$ cat src/verilog/lsuPkg.sv
package lsuPkg;

  ////////////////////////////////////////////////////////////////////////////
  // Widths
  ////////////////////////////////////////////////////////////////////////////

  localparam int xlen  = 32;             // Data and address width
  localparam int strbW = xlen / 8;       // Byte lanes per word
  localparam int offW  = $clog2(strbW);  // Byte offset bits within a word

  ////////////////////////////////////////////////////////////////////////////
  // Access size, RISC-V funct3 encoding
  ////////////////////////////////////////////////////////////////////////////

  // Bit 2 selects zero extension on loads
  localparam logic [2:0] f3Byte  = 3'b000;
  localparam logic [2:0] f3Half  = 3'b001;
  localparam logic [2:0] f3Word  = 3'b010;
  localparam logic [2:0] f3ByteU = 3'b100;
  localparam logic [2:0] f3HalfU = 3'b101;

  // Read/write control, same coding as the core pipeline
  typedef enum logic [1:0] {
    rwNone  = 2'b00,
    rwWrite = 2'b01,
    rwRead  = 2'b10
  } memRwT;

  ////////////////////////////////////////////////////////////////////////////
  // Core side
  ////////////////////////////////////////////////////////////////////////////

  typedef struct packed {
    memRwT             rw;          // Load, store or nothing
    logic [2:0]        funct3;      // Size and sign
    logic              lrsc;        // LR on a read, SC on a write
    logic              bigEndian;   // Memory seen big endian
    logic [xlen-1:0]   adr;         // Byte address
    logic [xlen-1:0]   writeData;   // Store data, low bits used for subwords
  } lsuReqT;

  typedef struct packed {
    logic [xlen-1:0]   readData;        // Extended load result
    logic              squashSc;        // SC failed, no write done
    logic              loadMisaligned;
    logic              storeMisaligned;
    logic              accessFault;     // Bus returned pslverr
  } lsuRspT;

  // APB requester outputs
  typedef struct packed {
    logic              psel;
    logic              penable;
    logic              pwrite;
    logic [xlen-1:0]   paddr;       // Always word aligned
    logic [xlen-1:0]   pwdata;
    logic [strbW-1:0]  pstrb;
  } apbReqT;

  // APB completion inputs
  typedef struct packed {
    logic              pready;
    logic [xlen-1:0]   prdata;
    logic              pslverr;     // Valid only with pready in access
  } apbRspT;

endpackage

$ cat src/verilog/apbRequester.sv
`timescale 1ns/1ps

module apbRequester (
  input  logic                       clk,
  input  logic                       arstN,
  input  logic                       start,     // Setup phase this cycle
  input  lsuPkg::lsuReqT             curReq,
  input  logic [lsuPkg::xlen-1:0]    pwdata,
  input  logic [lsuPkg::strbW-1:0]   pstrb,
  output lsuPkg::apbReqT             apbReq,
  input  lsuPkg::apbRspT             apbRsp,
  output logic                       done,      // pready seen in access
  output logic                       busErr,
  output logic [lsuPkg::xlen-1:0]    prdata
);

  logic                     accessQ;   // Access phase active
  logic                     errQ;      // Captured pslverr
  logic [lsuPkg::xlen-1:0]  rdataQ;    // Captured read word

  assign done = accessQ & apbRsp.pready;

  ////////////////////////////////////////////////////////////////////////////
  // APB phases
  ////////////////////////////////////////////////////////////////////////////

  // Setup is the start cycle, access repeats until pready
  always_ff @(posedge clk or negedge arstN) begin
    if (!arstN) begin
      accessQ <= 1'b0;
      errQ    <= 1'b0;
    end else begin
      if (start) accessQ <= 1'b1;
      else if (done) accessQ <= 1'b0;
      if (start) errQ <= 1'b0;
      else if (done) errQ <= apbRsp.pslverr;   // Sampled only on completion
    end
  end

  always_ff @(posedge clk) begin
    if (done) rdataQ <= apbRsp.prdata;
  end

  // Address and data come from the held request
  assign apbReq.psel    = start | accessQ;
  assign apbReq.penable = accessQ;
  assign apbReq.pwrite  = (curReq.rw == lsuPkg::rwWrite);
  assign apbReq.paddr   = {curReq.adr[lsuPkg::xlen-1:lsuPkg::offW], {lsuPkg::offW{1'b0}}};
  assign apbReq.pwdata  = pwdata;
  assign apbReq.pstrb   = pstrb;

  // Live bus values in the done cycle, held copy afterwards
  assign prdata = done ? apbRsp.prdata : rdataQ;
  assign busErr = done ? apbRsp.pslverr : errQ;

endmodule

$ cat src/verilog/loadDataPath.sv
`timescale 1ns/1ps

module loadDataPath (
  input  lsuPkg::lsuReqT             curReq,
  input  logic [lsuPkg::xlen-1:0]    prdata,     // Raw word from the bus
  output logic [lsuPkg::xlen-1:0]    loadData    // Extended result for the core
);

  localparam int xlen = lsuPkg::xlen;

  logic [xlen-1:0]          swapped;   // Byte-reversed bus word
  logic [xlen-1:0]          word;      // Word in little-endian order
  logic [xlen-1:0]          shifted;   // Addressed subword moved to bit 0
  logic [lsuPkg::offW-1:0]  byteOff;
  logic                     signExt;   // funct3 bit 2 clear means signed

  ////////////////////////////////////////////////////////////////////////////
  // Endian swap
  ////////////////////////////////////////////////////////////////////////////

  assign swapped = {<<8{prdata}};
  assign word    = curReq.bigEndian ? swapped : prdata;

  ////////////////////////////////////////////////////////////////////////////
  // Subword select and extension
  ////////////////////////////////////////////////////////////////////////////

  assign byteOff = curReq.adr[lsuPkg::offW-1:0];
  assign shifted = word >> {byteOff, 3'b000};    // Byte offset to bit offset
  assign signExt = ~curReq.funct3[2];

  always_comb begin
    case ({1'b0, curReq.funct3[1:0]})
      lsuPkg::f3Byte: begin
        loadData = {{(xlen-8){signExt & shifted[7]}}, shifted[7:0]};
      end
      lsuPkg::f3Half: begin
        loadData = {{(xlen-16){signExt & shifted[15]}}, shifted[15:0]};
      end
      default: begin
        loadData = word;   // Word loads need no shift
      end
    endcase
  end

endmodule

$ cat src/verilog/lrscReservation.sv
`timescale 1ns/1ps

module lrscReservation #(
  parameter int ReservationGranuleBits = 3   // Granule of 2**n bytes
) (
  input  logic            clk,
  input  logic            arstN,
  input  lsuPkg::lsuReqT  curReq,
  input  logic            resolve,    // Request decided this cycle
  output logic            scFail
);

  localparam int tagW = lsuPkg::xlen - ReservationGranuleBits;

  logic             resValid;   // Reservation held
  logic [tagW-1:0]  resTag;     // Reserved granule address
  logic [tagW-1:0]  reqTag;     // Granule of the current request
  logic             isLr;
  logic             isSc;

  assign reqTag = curReq.adr[lsuPkg::xlen-1:ReservationGranuleBits];
  assign isLr   = curReq.lrsc & (curReq.rw == lsuPkg::rwRead);
  assign isSc   = curReq.lrsc & (curReq.rw == lsuPkg::rwWrite);

  // SC needs a live reservation on its own granule
  assign scFail = isSc & (~resValid | (resTag != reqTag));

  always_ff @(posedge clk or negedge arstN) begin
    if (!arstN) begin
      resValid <= 1'b0;
    end else if (resolve) begin
      if (isLr) begin
        resValid <= 1'b1;
      end else if (isSc) begin
        resValid <= 1'b0;   // Any SC ends the reservation
      end
    end
  end

  // Granule address, meaningful only with resValid
  always_ff @(posedge clk) begin
    if (resolve && isLr) resTag <= reqTag;
  end

endmodule

$ cat src/verilog/lsuCtrl.sv
`timescale 1ns/1ps

module lsuCtrl (
  input  logic                     clk,
  input  logic                     arstN,
  input  logic                     reqValid,
  input  lsuPkg::lsuReqT           lsuReq,
  output logic                     reqReady,
  output lsuPkg::lsuReqT           curReq,     // Registered request
  output logic                     resolve,    // One pulse per request
  input  logic                     scFail,
  output logic                     start,
  input  logic                     done,
  input  logic                     busErr,
  input  logic [lsuPkg::xlen-1:0]  loadData,
  output logic                     rspValid,
  output lsuPkg::lsuRspT           lsuRsp
);

  typedef enum logic [1:0] {
    stIdle,      // Waiting for a request
    stIssue,     // Decide bus or skip, launch transfer
    stWait,      // APB transfer in flight
    stRespond    // Response pulse
  } stateT;

  stateT           state;
  stateT           stateNext;
  logic            accept;       // Request handshake
  logic            isRead;
  logic            isWrite;
  logic            misaligned;   // Address not aligned to the access size
  logic            skipBus;      // Answer without a transfer
  logic            rspLoad;
  lsuPkg::lsuRspT  rspNext;

  assign reqReady = (state == stIdle);   // One request in flight
  assign accept   = reqValid & reqReady;
  assign isRead   = (curReq.rw == lsuPkg::rwRead);
  assign isWrite  = (curReq.rw == lsuPkg::rwWrite);

  // Alignment against the access size
  always_comb begin
    case (curReq.funct3)
      lsuPkg::f3Half, lsuPkg::f3HalfU: misaligned = curReq.adr[0];
      lsuPkg::f3Word:                  misaligned = |curReq.adr[1:0];
      lsuPkg::f3Byte, lsuPkg::f3ByteU: misaligned = 1'b0;
      default:                         misaligned = 1'b0;   // Unused codes treated as bytes
    endcase
  end

  // Failed SC, fault or empty op never reaches the bus
  assign skipBus = misaligned | scFail | (curReq.rw == lsuPkg::rwNone);
  assign resolve = (state == stIssue);
  assign start   = (state == stIssue) & ~skipBus;
  assign rspLoad = ((state == stIssue) & skipBus) | ((state == stWait) & done);
  assign rspValid = (state == stRespond);

  ////////////////////////////////////////////////////////////////////////////
  // Next state and response
  ////////////////////////////////////////////////////////////////////////////

  always_comb begin
    stateNext = state;
    case (state)
      stIdle:    if (accept) stateNext = stIssue;
      stIssue:   stateNext = skipBus ? stRespond : stWait;
      stWait:    if (done) stateNext = stRespond;
      stRespond: stateNext = stIdle;
      default:   stateNext = stIdle;
    endcase
  end

  always_comb begin
    rspNext = '0;
    if (state == stIssue) begin
      // Skip path carries only the fault flags
      rspNext.loadMisaligned  = misaligned & isRead;
      rspNext.storeMisaligned = misaligned & isWrite;
      rspNext.squashSc        = scFail;
    end else begin
      rspNext.accessFault = busErr;
      rspNext.readData    = (isRead & ~busErr) ? loadData : '0;   // Zero for stores
    end
  end

  always_ff @(posedge clk or negedge arstN) begin
    if (!arstN) begin
      state <= stIdle;
    end else begin
      state <= stateNext;
    end
  end

  // Request and response payload
  always_ff @(posedge clk) begin
    if (accept) curReq <= lsuReq;
    if (rspLoad) lsuRsp <= rspNext;
  end

endmodule

$ cat src/verilog/lsuTop.sv
`timescale 1ns/1ps

module lsuTop #(
  parameter int ReservationGranuleBits = 3   // log2 of reservation granule in bytes
) (
  input  logic                clk,
  input  logic                arstN,
  // Core request, valid/ready
  input  logic                reqValid,
  input  lsuPkg::lsuReqT      lsuReq,
  output logic                reqReady,
  // Core response, one-cycle pulse
  output logic                rspValid,
  output lsuPkg::lsuRspT      lsuRsp,
  // APB requester port
  output lsuPkg::apbReqT      apbReq,
  input  lsuPkg::apbRspT      apbRsp
);

  lsuPkg::lsuReqT                 curReq;     // Request held for the whole transfer
  logic                           resolve;    // Reservation update strobe
  logic                           scFail;     // SC outside a valid reservation
  logic                           start;      // Launches the APB transfer
  logic                           done;       // APB transfer finished
  logic                           busErr;     // pslverr of the finished transfer
  logic [lsuPkg::xlen-1:0]        pwdata;     // Lane-placed store data
  logic [lsuPkg::strbW-1:0]       pstrb;      // Store byte strobes
  logic [lsuPkg::xlen-1:0]        prdata;     // Raw bus read word
  logic [lsuPkg::xlen-1:0]        loadData;   // Extended load result

  ////////////////////////////////////////////////////////////////////////////
  // Control and reservation
  ////////////////////////////////////////////////////////////////////////////

  lsuCtrl lsuCtrl_inst (
    .clk, .arstN, .reqValid, .lsuReq, .reqReady, .curReq, .resolve, .scFail,
    .start, .done, .busErr, .loadData, .rspValid, .lsuRsp
  );

  lrscReservation #(
    .ReservationGranuleBits(ReservationGranuleBits)
  ) lrscReservation_inst (
    .clk, .arstN, .curReq, .resolve, .scFail
  );

  ////////////////////////////////////////////////////////////////////////////
  // Data paths and bus
  ////////////////////////////////////////////////////////////////////////////

  storeDataPath storeDataPath_inst (.curReq, .pwdata, .pstrb);

  loadDataPath loadDataPath_inst (.curReq, .prdata, .loadData);

  apbRequester apbRequester_inst (
    .clk, .arstN, .start, .curReq, .pwdata, .pstrb, .apbReq, .apbRsp,
    .done, .busErr, .prdata
  );

endmodule

$ cat src/verilog/storeDataPath.sv
`timescale 1ns/1ps

module storeDataPath (
  input  lsuPkg::lsuReqT             curReq,
  output logic [lsuPkg::xlen-1:0]    pwdata,   // Store data placed on its lanes
  output logic [lsuPkg::strbW-1:0]   pstrb     // Byte write enables
);

  logic [lsuPkg::xlen-1:0]   repData;    // Subword replicated over the word
  logic [lsuPkg::xlen-1:0]   swapData;   // Byte-reversed copy
  logic [lsuPkg::strbW-1:0]  strb;       // Little-endian strobes
  logic [lsuPkg::strbW-1:0]  swapStrb;   // Lane-reversed strobes
  logic [lsuPkg::offW-1:0]   byteOff;

  assign byteOff = curReq.adr[lsuPkg::offW-1:0];

  ////////////////////////////////////////////////////////////////////////////
  // Replication and byte mask
  ////////////////////////////////////////////////////////////////////////////

  // Sign bit of funct3 ignored on stores
  always_comb begin
    case ({1'b0, curReq.funct3[1:0]})
      lsuPkg::f3Byte: begin
        repData = {lsuPkg::strbW{curReq.writeData[7:0]}};
        strb    = {{(lsuPkg::strbW-1){1'b0}}, 1'b1} << byteOff;
      end
      lsuPkg::f3Half: begin
        repData = {(lsuPkg::strbW/2){curReq.writeData[15:0]}};
        strb    = {{(lsuPkg::strbW-2){1'b0}}, 2'b11} << {byteOff[lsuPkg::offW-1:1], 1'b0};
      end
      default: begin
        repData = curReq.writeData;   // Full word
        strb    = '1;
      end
    endcase
  end

  // Big-endian memory sees bytes and lanes reversed
  assign swapData = {<<8{repData}};
  assign swapStrb = {<<{strb}};

  assign pwdata = curReq.bigEndian ? swapData : repData;
  assign pstrb  = curReq.bigEndian ? swapStrb : strb;

endmodule
$ cat config.mk
export PLATFORM = sky130hd
export DESIGN_NAME = lsuTop
export DESIGN_NICKNAME = d
export VERILOG_FILES = /design/src/verilog/lsuPkg.sv /design/src/verilog/apbRequester.sv /design/src/verilog/loadDataPath.sv /design/src/verilog/lrscReservation.sv /design/src/verilog/lsuCtrl.sv /design/src/verilog/lsuTop.sv /design/src/verilog/storeDataPath.sv
export SDC_FILE = /design/constraint.sdc
export NUM_CORES = 1
export LEC_CHECK = 0
export BUFFER_PORTS_ARGS = -buffer_cell sky130_fd_sc_hd__buf_4
export CAP_MARGIN = 20
export CORE_MARGIN = 1.5
export CORE_UTILIZATION = 55
export CTS_BUF_LIST = sky130_fd_sc_hd__clkbuf_8
export CTS_CLUSTER_DIAMETER = 200
export CTS_CLUSTER_SIZE = 25
export DETAILED_ROUTE_END_ITERATION = 6
export GPL_ROUTABILITY_DRIVEN = 0
export PLACE_DENSITY = 0.83
export SYNTH_ARGS = -nofsm -noshare
export SYNTH_HDL_FRONTEND = slang
export SYNTH_SLANG_ARGS = --single-unit
$ cat constraint.sdc
create_clock -name clk -period 3.7 [get_ports clk]
set_input_delay 0.37 -clock clk [delete_from_list [all_inputs] [get_ports clk]]
set_output_delay 0.37 -clock clk [all_outputs]
set_load 0.02 [all_outputs]
==> metrics.md <==
| Metric | Value |
|---|---|
| Crit Reg-Reg Startpoint | lsuCtrl_inst.curReq[64] |
| Antenna cell count | 0 |
| Mean post-synth cell area | 12.6 µm² |
| Row cnt | 44 |
| Postcts setup bufs | 0 |
| Syn-to-layout area delta | 23.1% |
| DR DRC count | 0 |
| Layout cells sized above 1 | 39.0% |
| Cell at the root of the clock tree | clkbuf_8 |
| Critical Path, Cell by Cell | inv_1, buf_4, nand2_1, a22o_1, buf_4 |
| Post-synthesis sequential area ratio | 58.0% |
| Largest cells by area after synthesis | edfxtp_1 (49%), dfxtp_1 (7.7%), mux2_2 (6.3%) |
| Fin. max-slew vios | 0 |
| Worst slew margin | 28.5% |
| Post-synth top area cell | edfxtp_1 |
| DP HPWL | 15300 µm |
| GR Overflow Total | 0 |
| Data required, critical path | 3.33 ns |
| Critical-path top delay cell | inv_1 |
| Setup Skew | 0.0141 ns |
| Count of non-filler cells in the finished layout | 1033 |
| CTS clk-pin slew, worst paths | 0.09 ns |
| CTS tree | built |
| Ys async rst share | 2.89% |
| Initial antenna violation count | 0 |
| Via/cell ratio | 6.05 |
| FMAX | 298 MHz |
| Final wirelength | 20800 µm |
| Starting density of the core | 56.9% |
| Startpoint Class | register |
| MaxCap Viol Count | 0 |
| Clk Latency, worst-skew pair | 0.46 ns |
| Leak Pwr | 4.10 nW |
| Netlist cell types | 52 |
| Fin crit period | 3.36 ns |
| Crit-path max FO | 18 |
| Vias in the first global route | 6173 |
| Crit Path Class | reg -> out |
| Ports | 217 |
| Power per cell area | 718 nW/µm² |
| Post-synth EDFFs | 136 |
| # setup viols final | 0 |
| Top cell type's share of synthesized area | 48.9% |
| Synthesized area | 8360 µm² |
| Nets | 948 |
| CP Launch Point | lsuCtrl_inst.curReq[64] |
| Port bufs | 214 |
| WHS | 0.0810 ns |
| Worst VDD drop | 0.409 mV |
| R2R setup slack | 0.84 ns |
| Syn. warnings | 0 |
| Part of the cycle the worst path needs | 90.8% |
| CTS H-tree depth | 4 |
| Hold path startpoint | lsuReq[60] |
| CP Data Arrival Time | 2.99 ns |
| First-pass GRT wire length | 31900 µm |
| Clk sinks | 173 |
| Clock buffer count from CTS | 17 |
| Die area | 15900 µm² |
| RSZ-0062 raised after global routing | false |
| Chip height | 126 µm |
| Utilization after layout | 70.0% |
| Cells after Synth | 663 |
| Drt first-iter violations | 834 |
| Status | finished clean |
| Final hold violations | 0 |
| Pre-antenna DRT Iters | 5 |
| Core area | 14700 µm² |
| CTS Buffer Depth | 2 |
| Ys flop type | edfxtp_1 |
| Post-DR wirelength/cell | 20.1 µm |
| Least-Margin Pin Slew | 1.07 ns |
| Most used cell, CP | buf_4 |
| CP Capture Type | primary output |
| Die width | 126 µm |
| Min-Delay Path Class | in -> reg |
| Dpl cells | 999 |
| Largest net degree at the start of global routing | 73 |
| Via count | 6253 |
| Crit-path max cell delay | 0.63 ns |
| Yosys reg bits | 173 |
| DRT antenna net count | 0 |
| Setup_tns | 0 ns |
| Gr usage total | 26.1% |
-- worst max-delay path, delay by kind of cell (launching register included) --
kind | cells | cell delay [ns]
and+or+nand+nor | 1 | 0.39
AOI/OAI and AO/OA | 1 | 0.37
buffers and inverters | 3 | 1.15
DFF | 1 | 0.60
-- metal layers --
metal	global-route usage, %	routed length (µm)	vias to the layer above
met5	0	0	-
li1	-	-	2781
met1	30.4	7610	2999
met3	7.48	1960	76
met2	44.0	10300	397
met4	14.0	937	0
-- sequential cells by signal, indices dropped and copies added, names as in the netlist --
signal                         cells
lsuCtrl_inst.curReq               71
lsuCtrl_inst.lsuRsp               36
apbRequester_inst.rdataQ          32
lrscReservation_inst.resTag       29
lsuCtrl_inst.state                 2
apbRequester_inst.accessQ          1
apbRequester_inst.errQ             1
lrscReservation_inst.resValid      1
-- per-stage QoR --
stage          power (W)  area, µm²  worst slack (ns)
6_report         0.00739      10300             0.342
5_1_grt          0.00771      10300             0.217
4_1_cts          0.00738      10300             0.365
3_5_place_dp     0.00603       9860             0.837
3_3_place_gp     0.00589       9860             0.764
2_1_floorplan    0.00502       8360             0.603
-- layout make-up --
| type | count | area [µm²] |
|---|---|---|
| Sequential cell | 173 | 4850 |
| Clock buffer | 17 | 234 |
| Inverter | 19 | 71.3 |
| Timing Repair Buffer | 227 | 1710 |
| Clock inverter | 15 | 174 |
| Multi-Input combinational cell | 398 | 3020 |
| Tap cell | 184 | 230 |
| Fill cell | 993 | 4410 |
-- placed cells by master (no fill, tap or decap), types with 7 or more instances in the layout --
cell and n:
a22oi_1 7, edfxtp_1 136, mux2_2 47, o21ai_0 27, nor2b_1 10, nor3_1 10, buf_4 226, dfxtp_1 32
xor2_1 17, a211oi_1 10, mux2i_1 20, a31oi_1 20, mux4_2 18, inv_1 22, nor2_1 53, xnor2_1 13
nand2_1 46, o22ai_1 18, clkbuf_8 17
-- path summary, 6_finish.rpt --
kind                                                endpoint  cells past startpoint
worst min-delay path                 lsuCtrl_inst.curReq[60]                      1
worst max-delay path                              apbReq[35]                      5
worst max register to register       lsuCtrl_inst.lsuRsp[16]                      7
worst min register to register  apbRequester_inst.rdataQ[19]                      2
max in group asynchronous             apbRequester_inst.errQ                      2
min in group asynchronous          apbRequester_inst.accessQ                      2
-- synthesized netlist by cell type (all sizes together) (5+ instances only) --
library cell    n
dfxtp          32
o21bai          5
nor2b          10
buf            48
a22oi           7
mux2           47
xor2           17
mux4           18
inv            19
o211ai          6
a31oi          20
a22o            6
nand3           5
clkbuf         26
xnor2          13
o22ai          18
nor3           10
nand2b          5
o21ai          30
nor2           54
dfrtp           5
a211oi         10
edfxtp        136
nand2          47
mux2i          21
-- logic make-up (layout without fill, tap and decap cells) --
logic type | Yosys count | count (layout) | share of synthesized area, %
compound gates | 125 | 125 | 10.2
xor+xnor | 30 | 30 | 3.14
fa+ha+maj | 4 | 4 | 0.599
buf+inv | 93 | 278 | 6.03
flops | 173 | 173 | 58.0
mux | 86 | 86 | 13.8
other cells | 1 | 2 | 0.0449
simple gates | 151 | 151 | 8.11
-- power by group --
group	internal (W)	switching, W	leakage, nW
logic	0.00130	0.00170	2.31
clock network	0.000668	0.000693	0.201
registers	0.00271	0.000314	1.59
total	0.00468	0.00271	4.10
-- what timing repair did --
item | CTS | global route
setup endpoints to repair | 0 | 0
resized for setup | 0 | 0
hold endpoints to repair | 5 | 0
hold buffers | 1 | 0
Note: power is estimated with default switching activity, not from simulation.
